File: src/rv_config.svh
`ifndef RV_CONFIG_SVH
`define RV_CONFIG_SVH

// datapath width
`define XLEN 32

// register file geometry
`define REG_COUNT 32
`define REG_ADDR_W 5

// data ram, word addressed
`define DMEM_WORDS 1024
`define DMEM_ADDR_W 10

// fetch
`define RESET_PC 32'h0000_0000
`define INSTR_BYTES 4

`endif

File: src/rv_pkg.sv
`default_nettype none

`include "rv_config.svh"

package rv_pkg;

    typedef logic [`XLEN-1:0] word_t;
    typedef logic [`REG_ADDR_W-1:0] reg_idx_t;

    // major opcodes of the kept rv32i subset
    typedef enum logic [6:0] {
        op_reg    = 7'b0110011,
        op_imm    = 7'b0010011,
        op_load   = 7'b0000011,
        op_store  = 7'b0100011,
        op_branch = 7'b1100011,
        op_jal    = 7'b1101111,
        op_jalr   = 7'b1100111,
        op_lui    = 7'b0110111,
        op_auipc  = 7'b0010111
    } opcode_t;

    typedef enum logic [3:0] {
        alu_add,
        alu_sub,
        alu_xor,
        alu_or,
        alu_and,
        alu_sll,
        alu_srl,
        alu_sra,
        alu_slt,
        alu_sltu,
        alu_pass_b // lui
    } alu_op_t;

    typedef enum logic [1:0] {
        st_fetch,
        st_execute,
        st_memory,
        st_writeback
    } state_t;

endpackage

`default_nettype wire

File: src/rv_control.sv
`timescale 1ns/1ns
`default_nettype none

`include "rv_config.svh"

module rv_control (
    input  wire                       clk,
    input  wire                       rst,
    output rv_pkg::word_t             imem_addr,
    input  wire rv_pkg::word_t        imem_data,
    output rv_pkg::word_t             instr,
    input  wire rv_pkg::reg_idx_t     rd,
    input  wire rv_pkg::word_t        imm,
    input  wire rv_pkg::opcode_t      opcode,
    input  wire                       use_imm,
    input  wire                       writes_rd,
    input  wire                       is_branch,
    input  wire                       is_load,
    input  wire                       is_store,
    input  wire                       is_jump,
    input  wire rv_pkg::word_t        rs1_data,
    input  wire rv_pkg::word_t        rs2_data,
    output rv_pkg::word_t             alu_a,
    output rv_pkg::word_t             alu_b,
    input  wire rv_pkg::word_t        alu_result,
    input  wire                       branch_taken,
    output logic                      rf_we,
    output rv_pkg::word_t             rf_wdata,
    output logic                      dmem_we,
    output logic [`DMEM_ADDR_W-1:0]   dmem_addr,
    output rv_pkg::word_t             dmem_wdata,
    input  wire rv_pkg::word_t        dmem_rdata,
    output logic                      retire_valid,
    output rv_pkg::word_t             retire_pc,
    output rv_pkg::reg_idx_t          retire_rd,
    output rv_pkg::word_t             retire_data,
    output rv_pkg::word_t             retire_next_pc
);
    import rv_pkg::*;

    state_t state;
    word_t  pc;
    word_t  ir;
    word_t  result_q;   // alu, link, address or load data
    word_t  next_pc_q;
    word_t  pc_plus4;
    word_t  pc_plus_imm;
    word_t  next_pc_d;

    assign pc_plus4    = pc + word_t'(`INSTR_BYTES);
    assign pc_plus_imm = pc + imm;

    always_comb begin
        if (is_jump && opcode == op_jalr)
            next_pc_d = {alu_result[`XLEN-1:1], 1'b0};
        else if (is_jump || (is_branch && branch_taken))
            next_pc_d = pc_plus_imm;
        else
            next_pc_d = pc_plus4;
    end

    assign imem_addr = pc;
    assign instr     = ir;

    assign alu_a = (opcode == op_auipc) ? pc : rs1_data;
    assign alu_b = use_imm ? imm : rs2_data;

    assign dmem_we    = (state == st_memory) && is_store;
    assign dmem_addr  = result_q[`DMEM_ADDR_W+1:2]; // byte address to word index
    assign dmem_wdata = rs2_data;

    assign rf_we    = (state == st_writeback) && writes_rd && (rd != '0);
    assign rf_wdata = result_q;

    always_ff @(posedge clk or posedge rst) begin
        if (rst) begin
            state        <= st_fetch;
            pc           <= `RESET_PC;
            retire_valid <= 1'b0;
        end else begin
            retire_valid <= 1'b0;
            case (state)
                st_fetch:   state <= st_execute;
                st_execute: state <= st_memory;
                st_memory:  state <= st_writeback;
                default: begin
                    state        <= st_fetch;
                    pc           <= next_pc_q;
                    retire_valid <= 1'b1; // high through the next fetch
                end
            endcase
        end
    end

    always_ff @(posedge clk) begin
        case (state)
            st_fetch: ir <= imem_data;
            st_execute: begin
                result_q  <= is_jump ? pc_plus4 : alu_result;
                next_pc_q <= next_pc_d;
            end
            st_memory: begin
                if (is_load)
                    result_q <= dmem_rdata;
            end
            default: begin
                retire_pc      <= pc;
                retire_rd      <= rf_we ? rd : '0;
                retire_data    <= rf_we ? result_q : '0;
                retire_next_pc <= next_pc_q;
            end
        endcase
    end

    a_state_legal : assert property (@(posedge clk) disable iff (rst)
        !$isunknown(state) && state inside {st_fetch, st_execute, st_memory, st_writeback});

    // a store lands only in the memory slot, then writeback follows
    a_store_slot : assert property (@(posedge clk) disable iff (rst)
        dmem_we |-> state == st_memory ##1 state == st_writeback);

endmodule

`default_nettype wire

File: config.mk
export PLATFORM = sky130hd
export DESIGN_NAME = rv_control
export DESIGN_NICKNAME = d
export VERILOG_FILES = /design/src/rv_pkg.sv /design/src/rv_control.sv
export VERILOG_INCLUDE_DIRS = /design/src
export SDC_FILE = /design/constraint.sdc
export NUM_CORES = 1
export LEC_CHECK = 0
export BUFFER_PORTS_ARGS = -buffer_cell sky130_fd_sc_hd__buf_2
export CAP_MARGIN = 20
export CORE_ASPECT_RATIO = 0.7
export CORE_MARGIN = 4
export CORE_UTILIZATION = 30
export CTS_BUF_LIST = sky130_fd_sc_hd__clkbuf_8 sky130_fd_sc_hd__clkbuf_16
export CTS_CLUSTER_DIAMETER = 60
export CTS_CLUSTER_SIZE = 12
export DETAILED_ROUTE_END_ITERATION = 6
export HOLD_SLACK_MARGIN = 0.08
export PLACE_DENSITY = 0.56
export SETUP_SLACK_MARGIN = 0.2
export SKIP_LAST_GASP = 1
export SLEW_MARGIN = 20
export SYNTH_ARGS = -nofsm -noshare
export SYNTH_HDL_FRONTEND = slang
export SYNTH_SLANG_ARGS = --single-unit
export TNS_END_PERCENT = 5
File: constraint.sdc
create_clock -name clk -period 4.3 [get_ports clk]
set_input_delay 0.645 -clock clk [delete_from_list [all_inputs] [get_ports clk]]
set_output_delay 0.645 -clock clk [all_outputs]
set_load 0.02 [all_outputs]
== Word level (Yosys, flattened, before mapping) ==
Index checks and enable logic that the tools add are counted.

* Register bits: 232
* Word-level logic and storage cells: 39
* Output and inout port bits: 306
* Input bits: 213

* Add/sub/neg operators: 2
* Muxes and demuxes: 9
* Equal/unequal tests: 6
* Reductions and logical operators: 11

{| class="wikitable"
|+ Operator list
! cell !! count
|-
| $mux W32 || 6
|-
| $pmux W32 S2 || 1
|-
| $add A32 B3 Y32 const B || 1
|-
| $add A32 B32 Y32 || 1
|-
| $eq A7 B5 Y1 const B || 1
|-
| $eq A7 B7 Y1 const B || 1
|-
| $pmux W2 S3 || 1
|-
| $logic_and A1 B1 Y1 || 5
|-
| $reduce_bool A5 Y1 || 1
|-
| $eq A2 B2 Y1 const B || 2
|-
| $reduce_or A3 Y1 || 1
|-
| $eq A2 B1 Y1 const B || 1
|-
| $logic_not A2 Y1 || 1
|-
| $ne A2 B2 Y1 const B || 1
|-
| $reduce_and A2 Y1 || 1
|-
| $reduce_bool A2 Y1 || 1
|-
| $logic_or A1 B1 Y1 || 1
|-
| $mux W1 || 1
|}

== Longest topological paths before layout ==
Gate-level depths: netlist (run 1).

* Depth after elaboration: 4
* Depth in mapped cells: 10
* Gate-level depth less buffers: 10

== Worst setup path before layout (run 1) ==
OpenSTA, ideal clock, no wires.

* Path kind: register to register
* Start: register state[0]
* End: register pc[10], in the netlist imem_addr[10]
* Stages on the path, launching flop included: 5
* Slack: 205 ps
* Setup time: 125 ps
* Clock period less this slack: 4095 ps
* Data arrival time: 3970 ps
* Data required time: 4175 ps
* Path buffers: 2
* Path through: dfrtp_1 ha_1 clkbuf_1 clkbuf_1 mux2_2

* Cells in the longest elaborated chain, start to end: 2
* Elaborated cells between the ends (all ways): 4
* Those cells by class: 2 x eq/ne; 2 x reduce/logical

{| class="wikitable"
|+ Ends and longest elaborated chain
! what !! RTL line !! text
|-
| from (decl) || rv_control.sv:41 || <nowiki>state_t state;</nowiki>
|-
| from (signal assigned) || rv_control.sv:77 || <nowiki>state <= st_fetch;</nowiki>
|-
| from (signal assigned) || rv_control.sv:83 || <nowiki>st_fetch: state <= st_execute;</nowiki>
|-
| from (signal assigned) || rv_control.sv:84 || <nowiki>st_execute: state <= st_memory;</nowiki>
|-
| $eq A2 B2 Y1 (tied with other cells) || rv_control.sv:82 || <nowiki>case (state)</nowiki>
|-
| $reduce_or A3 Y1 (no source line) (*) || n/a ||
|-
| to (signal assigned) || rv_control.sv:78 || <nowiki>pc <= `RESET_PC;</nowiki>
|-
| to (signal assigned) || rv_control.sv:88 || <nowiki>pc <= next_pc_q;</nowiki>
|-
| to (decl) || rv_control.sv:42 || <nowiki>word_t pc;</nowiki>
|}

Every way passes the cells marked *; elsewhere a longest branch is shown, timed or not.
A chain may end at the register's enable or synchronous reset.

== Worst setup path in the final report (run 1) ==
* Start: register pc[0], in the netlist imem_addr[0]
* End: register next_pc_q[30] (data pin)

* Cells in the longest elaborated chain, start to end: 3
* Elaborated cells between the ends (all ways): 4
* Those cells by class: 2 x add/sub; 2 x mux

{| class="wikitable"
|+ Ends and longest elaborated chain
! what !! RTL line !! text
|-
| $add A32 B3 Y32 / $add A32 B32 Y32 (equally long branches) || rv_control.sv:50, rv_control.sv:51 ||
|-
| $mux W32 (*) || rv_control.sv:56 || <nowiki>else if (is_jump || (is_branch && branch_taken))</nowiki>
|-
| $mux W32 (*) || rv_control.sv:54 || <nowiki>if (is_jump && opcode == op_jalr)</nowiki>
|-
| via next_pc_d[30] || rv_control.sv:48 || <nowiki>word_t next_pc_d;</nowiki>
|-
| to (signal assigned) || rv_control.sv:100 || <nowiki>next_pc_q <= next_pc_d;</nowiki>
|-
| to (decl) || rv_control.sv:45 || <nowiki>word_t next_pc_q;</nowiki>
|}

The timed path passes the listed nets; every way through them passes the cells marked *.

==> reports/metrics.csv, run 1 <==
metric,value,unit
status,"complete, no violations",
Yosys top cell area share,49.0,%
CTS tree,built,
Max VDD drop,0.254,mV
nature of the critical path startpoint,flop,
std cell rows,61,
Avg WL per Cell,21.7,um
total core area,39800,sq um
RSZ-0062 raised after global routing,no,
routability cong.,0.868,
Clock Sinks,232,
syn_area_per_cell,11.9,sq um
first-pass GRT wire length,63600,um
Fin Setup TNS,0,ns
area added between synthesis and finish,31.9,%
TritonRoute pass-1 iters,5,
layout cells sized above 1,45.2,%
Final ANT Viol Nets,0,
die area,43600,sq um
die height,176,um
initial drt markers,707,
# H-tree levels,1,
post-synth cell types,69,
synth top area cells,"edfxtp_1, mux2_2, dfrtp_1, ha_1, nand2_1",
crit path capture type,flop,
DR vias,9981,
Setup Buffers After CTS,0,
mapped cell area,12100,sq um
final setup fails,0,
Post-synth EDFFs,197,
Synthesis Warnings,0,
post-synthesis async set-or-reset flop share,15.1,%
Slew @ Worst Pin,0.889,ns
PortBufs,518,
worst-path fanout max,3,
most frequent cells in the layout,"buf_2, edfxtp_1, nand2_1",
Power Density,330,nW/um^2
"Min Clock Period, post-route",3.35,ns
Starting Density,30.4,%
Non-Filler Instances,2062,
placed cell count,2004,
"Req. time, crit path",4.66,ns
Synth Flop Type,edfxtp_1,
crit path DAT,3.71,ns
"most common cell after layout, fill and taps aside",buf_2,
clock-pin slew on the worst setup and hold paths,0.06,ns
Root Buffer,clkbuf_16,
number of global-route vias before repair,9785,
clk_lat worst skew,0.56,ns
Routed WL,44700,um
post-synth net total,1268,
pin count of the biggest net entering global routing,54,
nets@finish,1751,
Lkg Pwr,6.78,nW
leading area contributor after synthesis,edfxtp_1,
Gate Count Post-Synth,1017,
total CTS buffers,27,
hold crit path type,primary input to flop,
Slew headroom,40.1,%
initial antenna violation count,13,
global route overflow,0,
detailed placement HPWL,34500,um
CP Class,flop to flop,
register area share after synthesis,56.2,%
drt via density,4.84,
Clock Skew,0.0175,ns
post-synthesis register bit count,232,
fin crit share,78.0,%
FMAX,298,MHz
Max-Cap Viols,0,
DRC,0,
"Slew Viols, Final",0,
GR Util All Layers,19.5,%
Final Hold Vio Count,0,
Bufs on Longest Clock Path,3,
die width,248,um
boundary pin count,519,
r2r setup slk,0.95,ns
[final cells by class]
type                    count  area (sq um)
fillers                  3967         23800
clock inverters            23           166
clock buffers              27           676
well taps                 535           669
multi-input cells         687          4790
inverters                  14          52.6
repair buffers            538          2770
diodes                      6          15.0
flip-flops and latches    232          6790
[registers in the layout, indices dropped and copies added, names as in the netlist]
signal and cells:
instr 32, state 2, retire_data 32, rf_wdata 32
retire_rd 5, retire_next_pc 32, imem_addr 32, retire_valid 1
retire_pc 32, next_pc_q 32
[report_power, final]
group	switching (mW)	internal, mW	total (mW)
sequential	0.00356	2.45	2.45
clock	0.987	1.22	2.21
combinational	0.352	0.249	0.602
total	1.34	3.92	5.26
[final timing paths]
path / depth (start not counted) / to / startpoint
worst max-delay path: 10 / next_pc_q[30] / imem_addr[0]
worst min-delay path: 1 / instr[6] / imem_data[6]
worst max register to register: 10 / next_pc_q[30] / imem_addr[0]
worst min register to register: 0 / retire_next_pc[27] / next_pc_q[27]
max in group asynchronous: 4 / imem_addr[15] / rst
min in group asynchronous: 3 / retire_valid / rst
[routing by layer]
metal / track usage [%] / up-vias / routed length [um]
li1: - / 4688 / -
met1: 27.1 / 4806 / 20000
met2: 30.9 / 410 / 20100
met3: 4.47 / 73 / 3400
met4: 5.03 / 4 / 1200
met5: 0 / - / 31
[synthesized netlist by cell type, drive strengths merged, types with 5 or more instances]
library cell	instances
o21ai	79
a21oi	52
nor2b	5
clkbuf	35
nor3	8
a21o	21
o21a	5
buf	49
and2	38
o221ai	6
nand2	113
and4	6
inv	14
ha	37
and3	10
a31oi	7
mux2	91
dfrtp	35
nand4	7
edfxtp	197
xor2	22
nor2	61
a211oi	5
xnor2	27
a22oi	5
mux2i	11
nand3	14
[worst max-delay path, cell delays in order (launching register included)]
cell and delay (ns):
dfrtp_1 0.39, ha_1 0.28, fa_1 0.45, a211o_1 0.35
a211oi_2 0.30, nor3_1 0.12, nor2_1 0.24, a2111oi_0 0.20
o32ai_1 0.39, mux2i_1 0.13, a221oi_1 0.31
[repair_timing]
| action | in CTS | in global routing |
|---|---|---|
| resized for setup | 0 | 0 |
| endpoints found under the setup margin | 0 | 0 |
| hold buffers | 0 | 1 |
| endpoints found under the hold margin | 0 | 9 |
[through the flow]
step / hold WS, ns / total power [mW] / setup WS (ns) / utilization (%) / instance area (sq um)
after floorplan: 0.420 / 2.85 / 0.205 / - / 12100
after global placement: 0.429 / 3.09 / 0.681 / 37.8 / 15000
after detailed placement: 0.431 / 3.10 / 0.625 / 37.8 / 15000
after CTS: 0.219 / 5.33 / 0.930 / 39.9 / 15900
after global routing: 0.222 / 5.48 / 0.723 / 40.1 / 15900
final: 0.261 / 5.26 / 0.947 / 40.1 / 15900
[cells by family (layout without fill, tap and decap cells)]
logic type	Yosys count	count (layout)	share of synthesized area [%]
compound gates	218	218	11.5
xor+xnor	49	49	3.55
fa+ha+maj	38	38	4.00
buf+inv	98	602	4.36
flops	232	232	56.2
mux	102	102	9.43
other cells	0	6	0
simple gates	280	280	11.0
(Power assumes the default switching activity.)
==> run 2, diff against run 1 <==
--- a/config.mk
+++ b/config.mk
@@ -6,6 +6,7 @@
 export SDC_FILE = /design/constraint.sdc
 export NUM_CORES = 1
 export LEC_CHECK = 0
+export ABC_AREA = 1
 export BUFFER_PORTS_ARGS = -buffer_cell sky130_fd_sc_hd__buf_2
 export CAP_MARGIN = 20
 export CORE_ASPECT_RATIO = 0.7
@@ -16,7 +17,7 @@
 export CTS_CLUSTER_SIZE = 12
 export DETAILED_ROUTE_END_ITERATION = 6
 export HOLD_SLACK_MARGIN = 0.08
-export PLACE_DENSITY = 0.56
+export PLACE_DENSITY = 0.53
 export SETUP_SLACK_MARGIN = 0.2
 export SKIP_LAST_GASP = 1
 export SLEW_MARGIN = 20
==> constraint.sdc (replaced) <==
create_clock -name clk -period 3.2 [get_ports clk]
set_input_delay 0.48 -clock clk [delete_from_list [all_inputs] [get_ports clk]]
set_output_delay 0.48 -clock clk [all_outputs]
set_load 0.02 [all_outputs]
==> run 2 against run 1 <==
Routed wire length up 25%. Cell count up 31%. Sequential power increased by 34%. Largest power group unchanged. Clock power is 35% higher. Non-clock buffer count grew 32.
==> reports/metrics.csv, run 2 <==
metric,value,unit
Avg WL per Cell,20.7,um
std cell rows,63,
Fin Setup TNS,0,ns
CP Buf/Inv Count,3,
Synthesis Warnings,0,
CP top delay family,simple AND/OR/NAND/NOR gates,
GR Util All Layers,22.4,%
"Req. time, crit path",2.72,ns
Bufs on Longest Clock Path,3,
Slew @ Worst Pin,0.887,ns
post-synthesis register bit count,232,
syn_area_per_cell,8.36,sq um
Reg-to-Reg Start,imem_addr[0],
clk_lat worst skew,0.55,ns
Power Density,412,nW/um^2
post-synth net total,1829,
Flop pwr share,46.0,%
placed cell area,16300,sq um
DR vias,12700,
detailed placement HPWL,44600,um
Root Buffer,clkbuf_16,
most common cell in the synthesized netlist,nand2_1,
routability cong.,0.985,
Tot Pwr,7.15,mW
most numerous cell on the critical path,buf_2,
Comb power frac,12.2,%
DRC,0,
total CTS buffers,25,
nature of the critical path startpoint,primary input,
leading area contributor after synthesis,edfxtp_1,
Final WS setup,0.498,ns
hold_ws,0.0458,ns
Synth Flop Type,edfxtp_1,
crit path capture type,primary output,
Max VDD drop,0.440,mV
CP max stage delay,0.39,ns
critical path depth,7,
crit path DAT,2.22,ns
worst-path cell chain,buf_2 -> nand2_1 -> nor3b_1 -> nand2_2 -> buf_12 -> o21ai_0 -> buf_2,
Reg2Reg Depth,12,
layout cells sized above 1,30.4,%
mapped cell area,13200,sq um
switching share of power,25.4,%
Slew headroom,40.9,%
Yosys top cell area share,44.8,%
clock share of power,41.8,%
Clock Sinks,232,
worst setup path endpoint,alu_a[8],
Final ANT Viol Nets,0,
"Slew Viols, Final",0,
Reg2Reg Capture Point,next_pc_q[24],
Final Cell Area,17400,sq um
# H-tree levels,1,
register area share after synthesis,51.5,%
Routed WL,55800,um
PortBufs,518,
"Min Clock Period, post-route",2.70,ns
Commonest cells post-synth,"nand2_1, inv_1, edfxtp_1",
sw power,1.82,mW
P_int,5.33,mW
boundary pin count,519,
CP Class,primary input to primary output,
hold crit path type,primary input to asynchronous set/reset pin,
r2r setup slk,0.56,ns
die area,47500,sq um
Clock Skew,0.0121,ns
Lkg Pwr,8.46,nW
Starting Density,30.8,%
Critical Path Start,opcode[1],
post-place setup slack,0.321,ns
post-synthesis async set-or-reset flop share,15.1,%
fin crit share,84.5,%
worst-path fanout max,36,
initial antenna violation count,7,
Gate Count Post-Synth,1578,
pin count of the biggest net entering global routing,74,
FMAX,370,MHz
nets@finish,2339,
synth top area cells,"edfxtp_1, nand2_1, dfrtp_1, inv_1, nand3_1",
drt via density,4.71,
Max-Cap Viols,0,
final setup fails,0,
area added between synthesis and finish,31.5,%
"most common cell after layout, fill and taps aside",buf_2,
clock-pin slew on the worst setup and hold paths,0.06,ns
initial drt markers,1182,
die height,183,um
CP max-delay cell,nand2_2,
number of global-route vias before repair,12200,
post-synth cell types,34,
status,"complete, no violations",
Post-synth EDFFs,197,
total core area,42900,sq um
# fillers,4471,
first-pass GRT wire length,79700,um
global route overflow,0,
CTS tree,built,
Final Hold Vio Count,0,
RSZ-0062 raised after global routing,no,
TritonRoute pass-1 iters,6,
die width,259,um
most frequent cells in the layout,"buf_2, nand2_1, inv_1",
==> run 2: logic make-up after synthesis <==
| kind of cell | Yosys count | synth area share, % |
|---|---|---|
| mux | 32 | 2.73 |
| buf+inv | 310 | 10.1 |
| xor+xnor | 23 | 1.53 |
| fa+ha+maj | 38 | 3.66 |
| simple gates | 761 | 23.5 |
| compound gates | 182 | 7.01 |
| flops | 232 | 51.5 |
==> run 2: power by group through the flow <==
stage | Sequential, mW | Clock, mW | Combinational [mW]
2_1_floorplan | 3.38 | 0 | 0.463
3_3_place_gp | 3.35 | 0 | 0.842
3_5_place_dp | 3.35 | 0 | 0.848
4_1_cts | 3.29 | 3.08 | 0.873
5_1_grt | 3.29 | 3.21 | 0.955
6_report | 3.29 | 2.99 | 0.869
==> run 2: worst min-delay path by stage <==
| stage | end | slack, ns | depth (start not counted) |
|---|---|---|---|
| global placement | retire_next_pc[7] | 0.43 | 0 |
| global route | instr[1] | 0.08 | 1 |
| finish | retire_valid | 0.05 | 2 |
| CTS | instr[1] | 0.08 | 1 |
| floorplan | retire_next_pc[9] | 0.43 | 0 |
| detailed placement | retire_next_pc[5] | 0.44 | 0 |
==> run 2: cell type report <==
cell class / instances / area (sq um) / area share (%)
antenna: 1 / 2.50 / 0.0144
clock buffer: 27 / 653 / 3.76
clock inverter: 19 / 175 / 1.01
inverter: 223 / 838 / 4.83
multi-input combinational: 1036 / 5100 / 29.4
sequential: 232 / 6790 / 39.1
tap: 585 / 732 / 4.22
timing repair buffer: 570 / 3070 / 17.7
==> run 2: routing by layer <==
layer  part of all wire [%]  track usage (%)  wire (um)  vias up
met4                    2.9             5.91       1600       10
met1                     44             30.9      24300     5945
met5                   0.12                0         66        -
met2                     45             35.5      25000      544
li1                       -                -          -     6106
met3                    8.6             5.56       4810       88
==> run 2: per-stage QoR <==
stage / instances / utilization, %
2_1_floorplan: 1578 / -
3_3_place_gp: 2622 / 38.0
3_5_place_dp: 2622 / 38.0
4_1_cts: 2692 / 40.5
5_1_grt: 2693 / 40.5
6_report: 2693 / 40.5
==> run 2: what timing repair did <==
| action | in CTS | in global routing |
|---|---|---|
| setup endpoints to repair | 0 | 1 |
| buffers inserted | 0 | 0 |
| hold endpoints to repair | 24 | 0 |
| resized for setup | 0 | 1 |
| hold buffers | 24 | 0 |
==> run 3, diff against run 2 <==
--- a/config.mk
+++ b/config.mk
@@ -6,7 +6,7 @@
 export SDC_FILE = /design/constraint.sdc
 export NUM_CORES = 1
 export LEC_CHECK = 0
-export ABC_AREA = 1
+export ABC_AREA = 0
 export BUFFER_PORTS_ARGS = -buffer_cell sky130_fd_sc_hd__buf_2
 export CAP_MARGIN = 20
 export CORE_ASPECT_RATIO = 0.7
@@ -17,7 +17,7 @@
 export CTS_CLUSTER_SIZE = 12
 export DETAILED_ROUTE_END_ITERATION = 6
 export HOLD_SLACK_MARGIN = 0.08
-export PLACE_DENSITY = 0.53
+export PLACE_DENSITY = 0.54
 export SETUP_SLACK_MARGIN = 0.2
 export SKIP_LAST_GASP = 1
 export SLEW_MARGIN = 20
==> constraint.sdc (replaced) <==
create_clock -name clk -period 2.51 [get_ports clk]
set_input_delay 0.3765 -clock clk [delete_from_list [all_inputs] [get_ports clk]]
set_output_delay 0.3765 -clock clk [all_outputs]
set_load 0.02 [all_outputs]
==> run 3 against run 2 <==
The run now ends with negative setup slack left. First-iteration DRC count down 32%. Via count down 16%. Combinational power up 38%. Global-route usage down 1.6 points. Critical path depth up 4. Die area down 8.2%. Clock-buffer cell count up 2. Power up 30%. Critical path type is now flop to flop. Critical endpoint is now next_pc_q[28]. Highest routed layer unchanged.
==> reports/metrics.csv, run 3 (synthesized netlist as in run 1, its figures left out) <==
metric,value,unit
status,"complete, but fails checks",
failing checks,negative setup slack,
layout cells sized above 1,48.7,%
# fillers,3744,
Lkg Pwr,7.61,nW
Slew @ Worst Pin,0.817,ns
CP max-delay cell,dfrtp_2,
std cell rows,61,
hold_ws,0.119,ns
Clock Skew,0.0144,ns
placed cell count,2129,
final setup fails,24,
"most common cell after layout, fill and taps aside",buf_2,
pin count of the biggest net entering global routing,65,
global route overflow,0,
Final Hold Vio Count,0,
die area,43600,sq um
CP Class,flop to flop,
Final Cell Area,17500,sq um
DRC,0,
clock share of power,42.0,%
# H-tree levels,1,
number of global-route vias before repair,10600,
CP max stage delay,0.42,ns
RSZ-0062 raised after global routing,yes,
"Min Clock Period, post-route",2.92,ns
Max-Cap Viols,0,
total CTS buffers,28,
switching share of power,25.6,%
first-pass GRT wire length,67700,um
Final Core Density,44.0,%
PortBufs,518,
total core area,39800,sq um
worst-path cell chain,ha_4 -> fa_2 -> a211o_1 -> a211oi_4 -> nor3_2 -> o2111ai_1 -> buf_4 -> a211oi_2 -> a32oi_1 -> xor2_1 -> a221oi_2,
Routed WL,47400,um
GR Util All Layers,20.8,%
detailed placement HPWL,36500,um
Max VDD drop,0.394,mV
clk_lat worst skew,0.56,ns
Final WS setup,-0.407,ns
Avg WL per Cell,21.2,um
crit path capture type,flop,
Bufs on Longest Clock Path,3,
Final ANT Viol Nets,0,
"Slew Viols, Final",0,
clock-pin slew on the worst setup and hold paths,0.06,ns
Power Density,532,nW/um^2
Tot Pwr,9.31,mW
routability cong.,0.851,
Fin Setup TNS,-4.39,ns
Slew headroom,45.6,%
nets@finish,1922,
Flop pwr share,45.1,%
die height,176,um
Starting Density,30.4,%
worst-path fanout max,3,
most frequent cells in the layout,"buf_2, edfxtp_1, buf_4",
hold crit path type,primary input to flop,
placed cell area,16100,sq um
FMAX,343,MHz
CTS tree,built,
Clock Sinks,232,
area added between synthesis and finish,44.8,%
Non-Filler Instances,2235,
initial antenna violation count,14,
DR vias,10700,
drt via density,4.79,
Comb power frac,12.9,%
crit path DAT,3.21,ns
Root Buffer,clkbuf_16,
die width,248,um
TritonRoute pass-1 iters,5,
fin crit share,116,%
boundary pin count,519,
CP Buf/Inv Count,1,
P_int,6.93,mW
initial drt markers,804,
CP top delay family,compound AO/OA/AOI/OAI gates,
nature of the critical path startpoint,flop,
sw power,2.39,mW
"Req. time, crit path",2.80,ns
post-place setup slack,-0.670,ns
-- run 3: power groups by stage --
stage                     logic, mW  registers [mW]  clock network [mW]
after global routing           1.30            4.20                4.22
after floorplan               0.574            4.31                   0
final                          1.20            4.20                3.92
after CTS                      1.19            4.20                4.05
after global placement         1.11            4.28                   0
after detailed placement       1.12            4.28                   0
-- run 3: area by class of cell --
class / instances / area, sq um / share of cell area [%]
flip-flops and latches: 232 / 6790 / 38.8
multi-input cells: 687 / 4860 / 27.8
repair buffers: 708 / 4220 / 24.1
clock buffers: 29 / 714 / 4.08
well taps: 535 / 669 / 3.83
clock inverters: 21 / 160 / 0.916
inverters: 14 / 52.6 / 0.300
diodes: 9 / 22.5 / 0.129
-- run 3: metal layers --
| metal | up-vias | wire length, um | GRT usage, % |
|---|---|---|---|
| met4 | 2 | 1130 | 5.59 |
| met3 | 66 | 3640 | 4.04 |
| met2 | 440 | 21700 | 33.1 |
| li1 | 5046 | - | - |
| met5 | - | 13 | 0 |
| met1 | 5148 | 20900 | 29.2 |
-- run 3: timing repair --
action                                 CTS  global route
endpoints found under the hold margin   66             0
pin swaps                                5             4
setup endpoints to repair               44            49
buffers inserted                         1             1
gates resized for setup                  4             5
hold buffers                            45             0
-- run 3: worst paths after layout --
| check | start | end | slack (ns) | cells past startpoint |
|---|---|---|---|---|
| max | imem_addr[0] | next_pc_q[28] | -0.41 | 11 |
| min | dmem_rdata[6] | rf_wdata[6] | 0.12 | 3 |
| max reg2reg | imem_addr[0] | next_pc_q[28] | -0.41 | 11 |
| min reg2reg | next_pc_q[0] | retire_next_pc[0] | 0.44 | 0 |
| max in group asynchronous | rst | state[0] | 1.38 | 4 |
| min in group asynchronous | rst | imem_addr[29] | 0.46 | 3 |
-- run 3: worst reg2reg max path, delay by kind of cell (launching register included) --
family	cells	cell delay (ns)
adder cells (fa/ha/maj)	2	0.51
XOR/XNOR	1	0.23
AND/OR/NAND/NOR	1	0.10
buffers and inverters	1	0.17
AO/OA/AOI/OAI	6	1.22
flip-flops	1	0.42
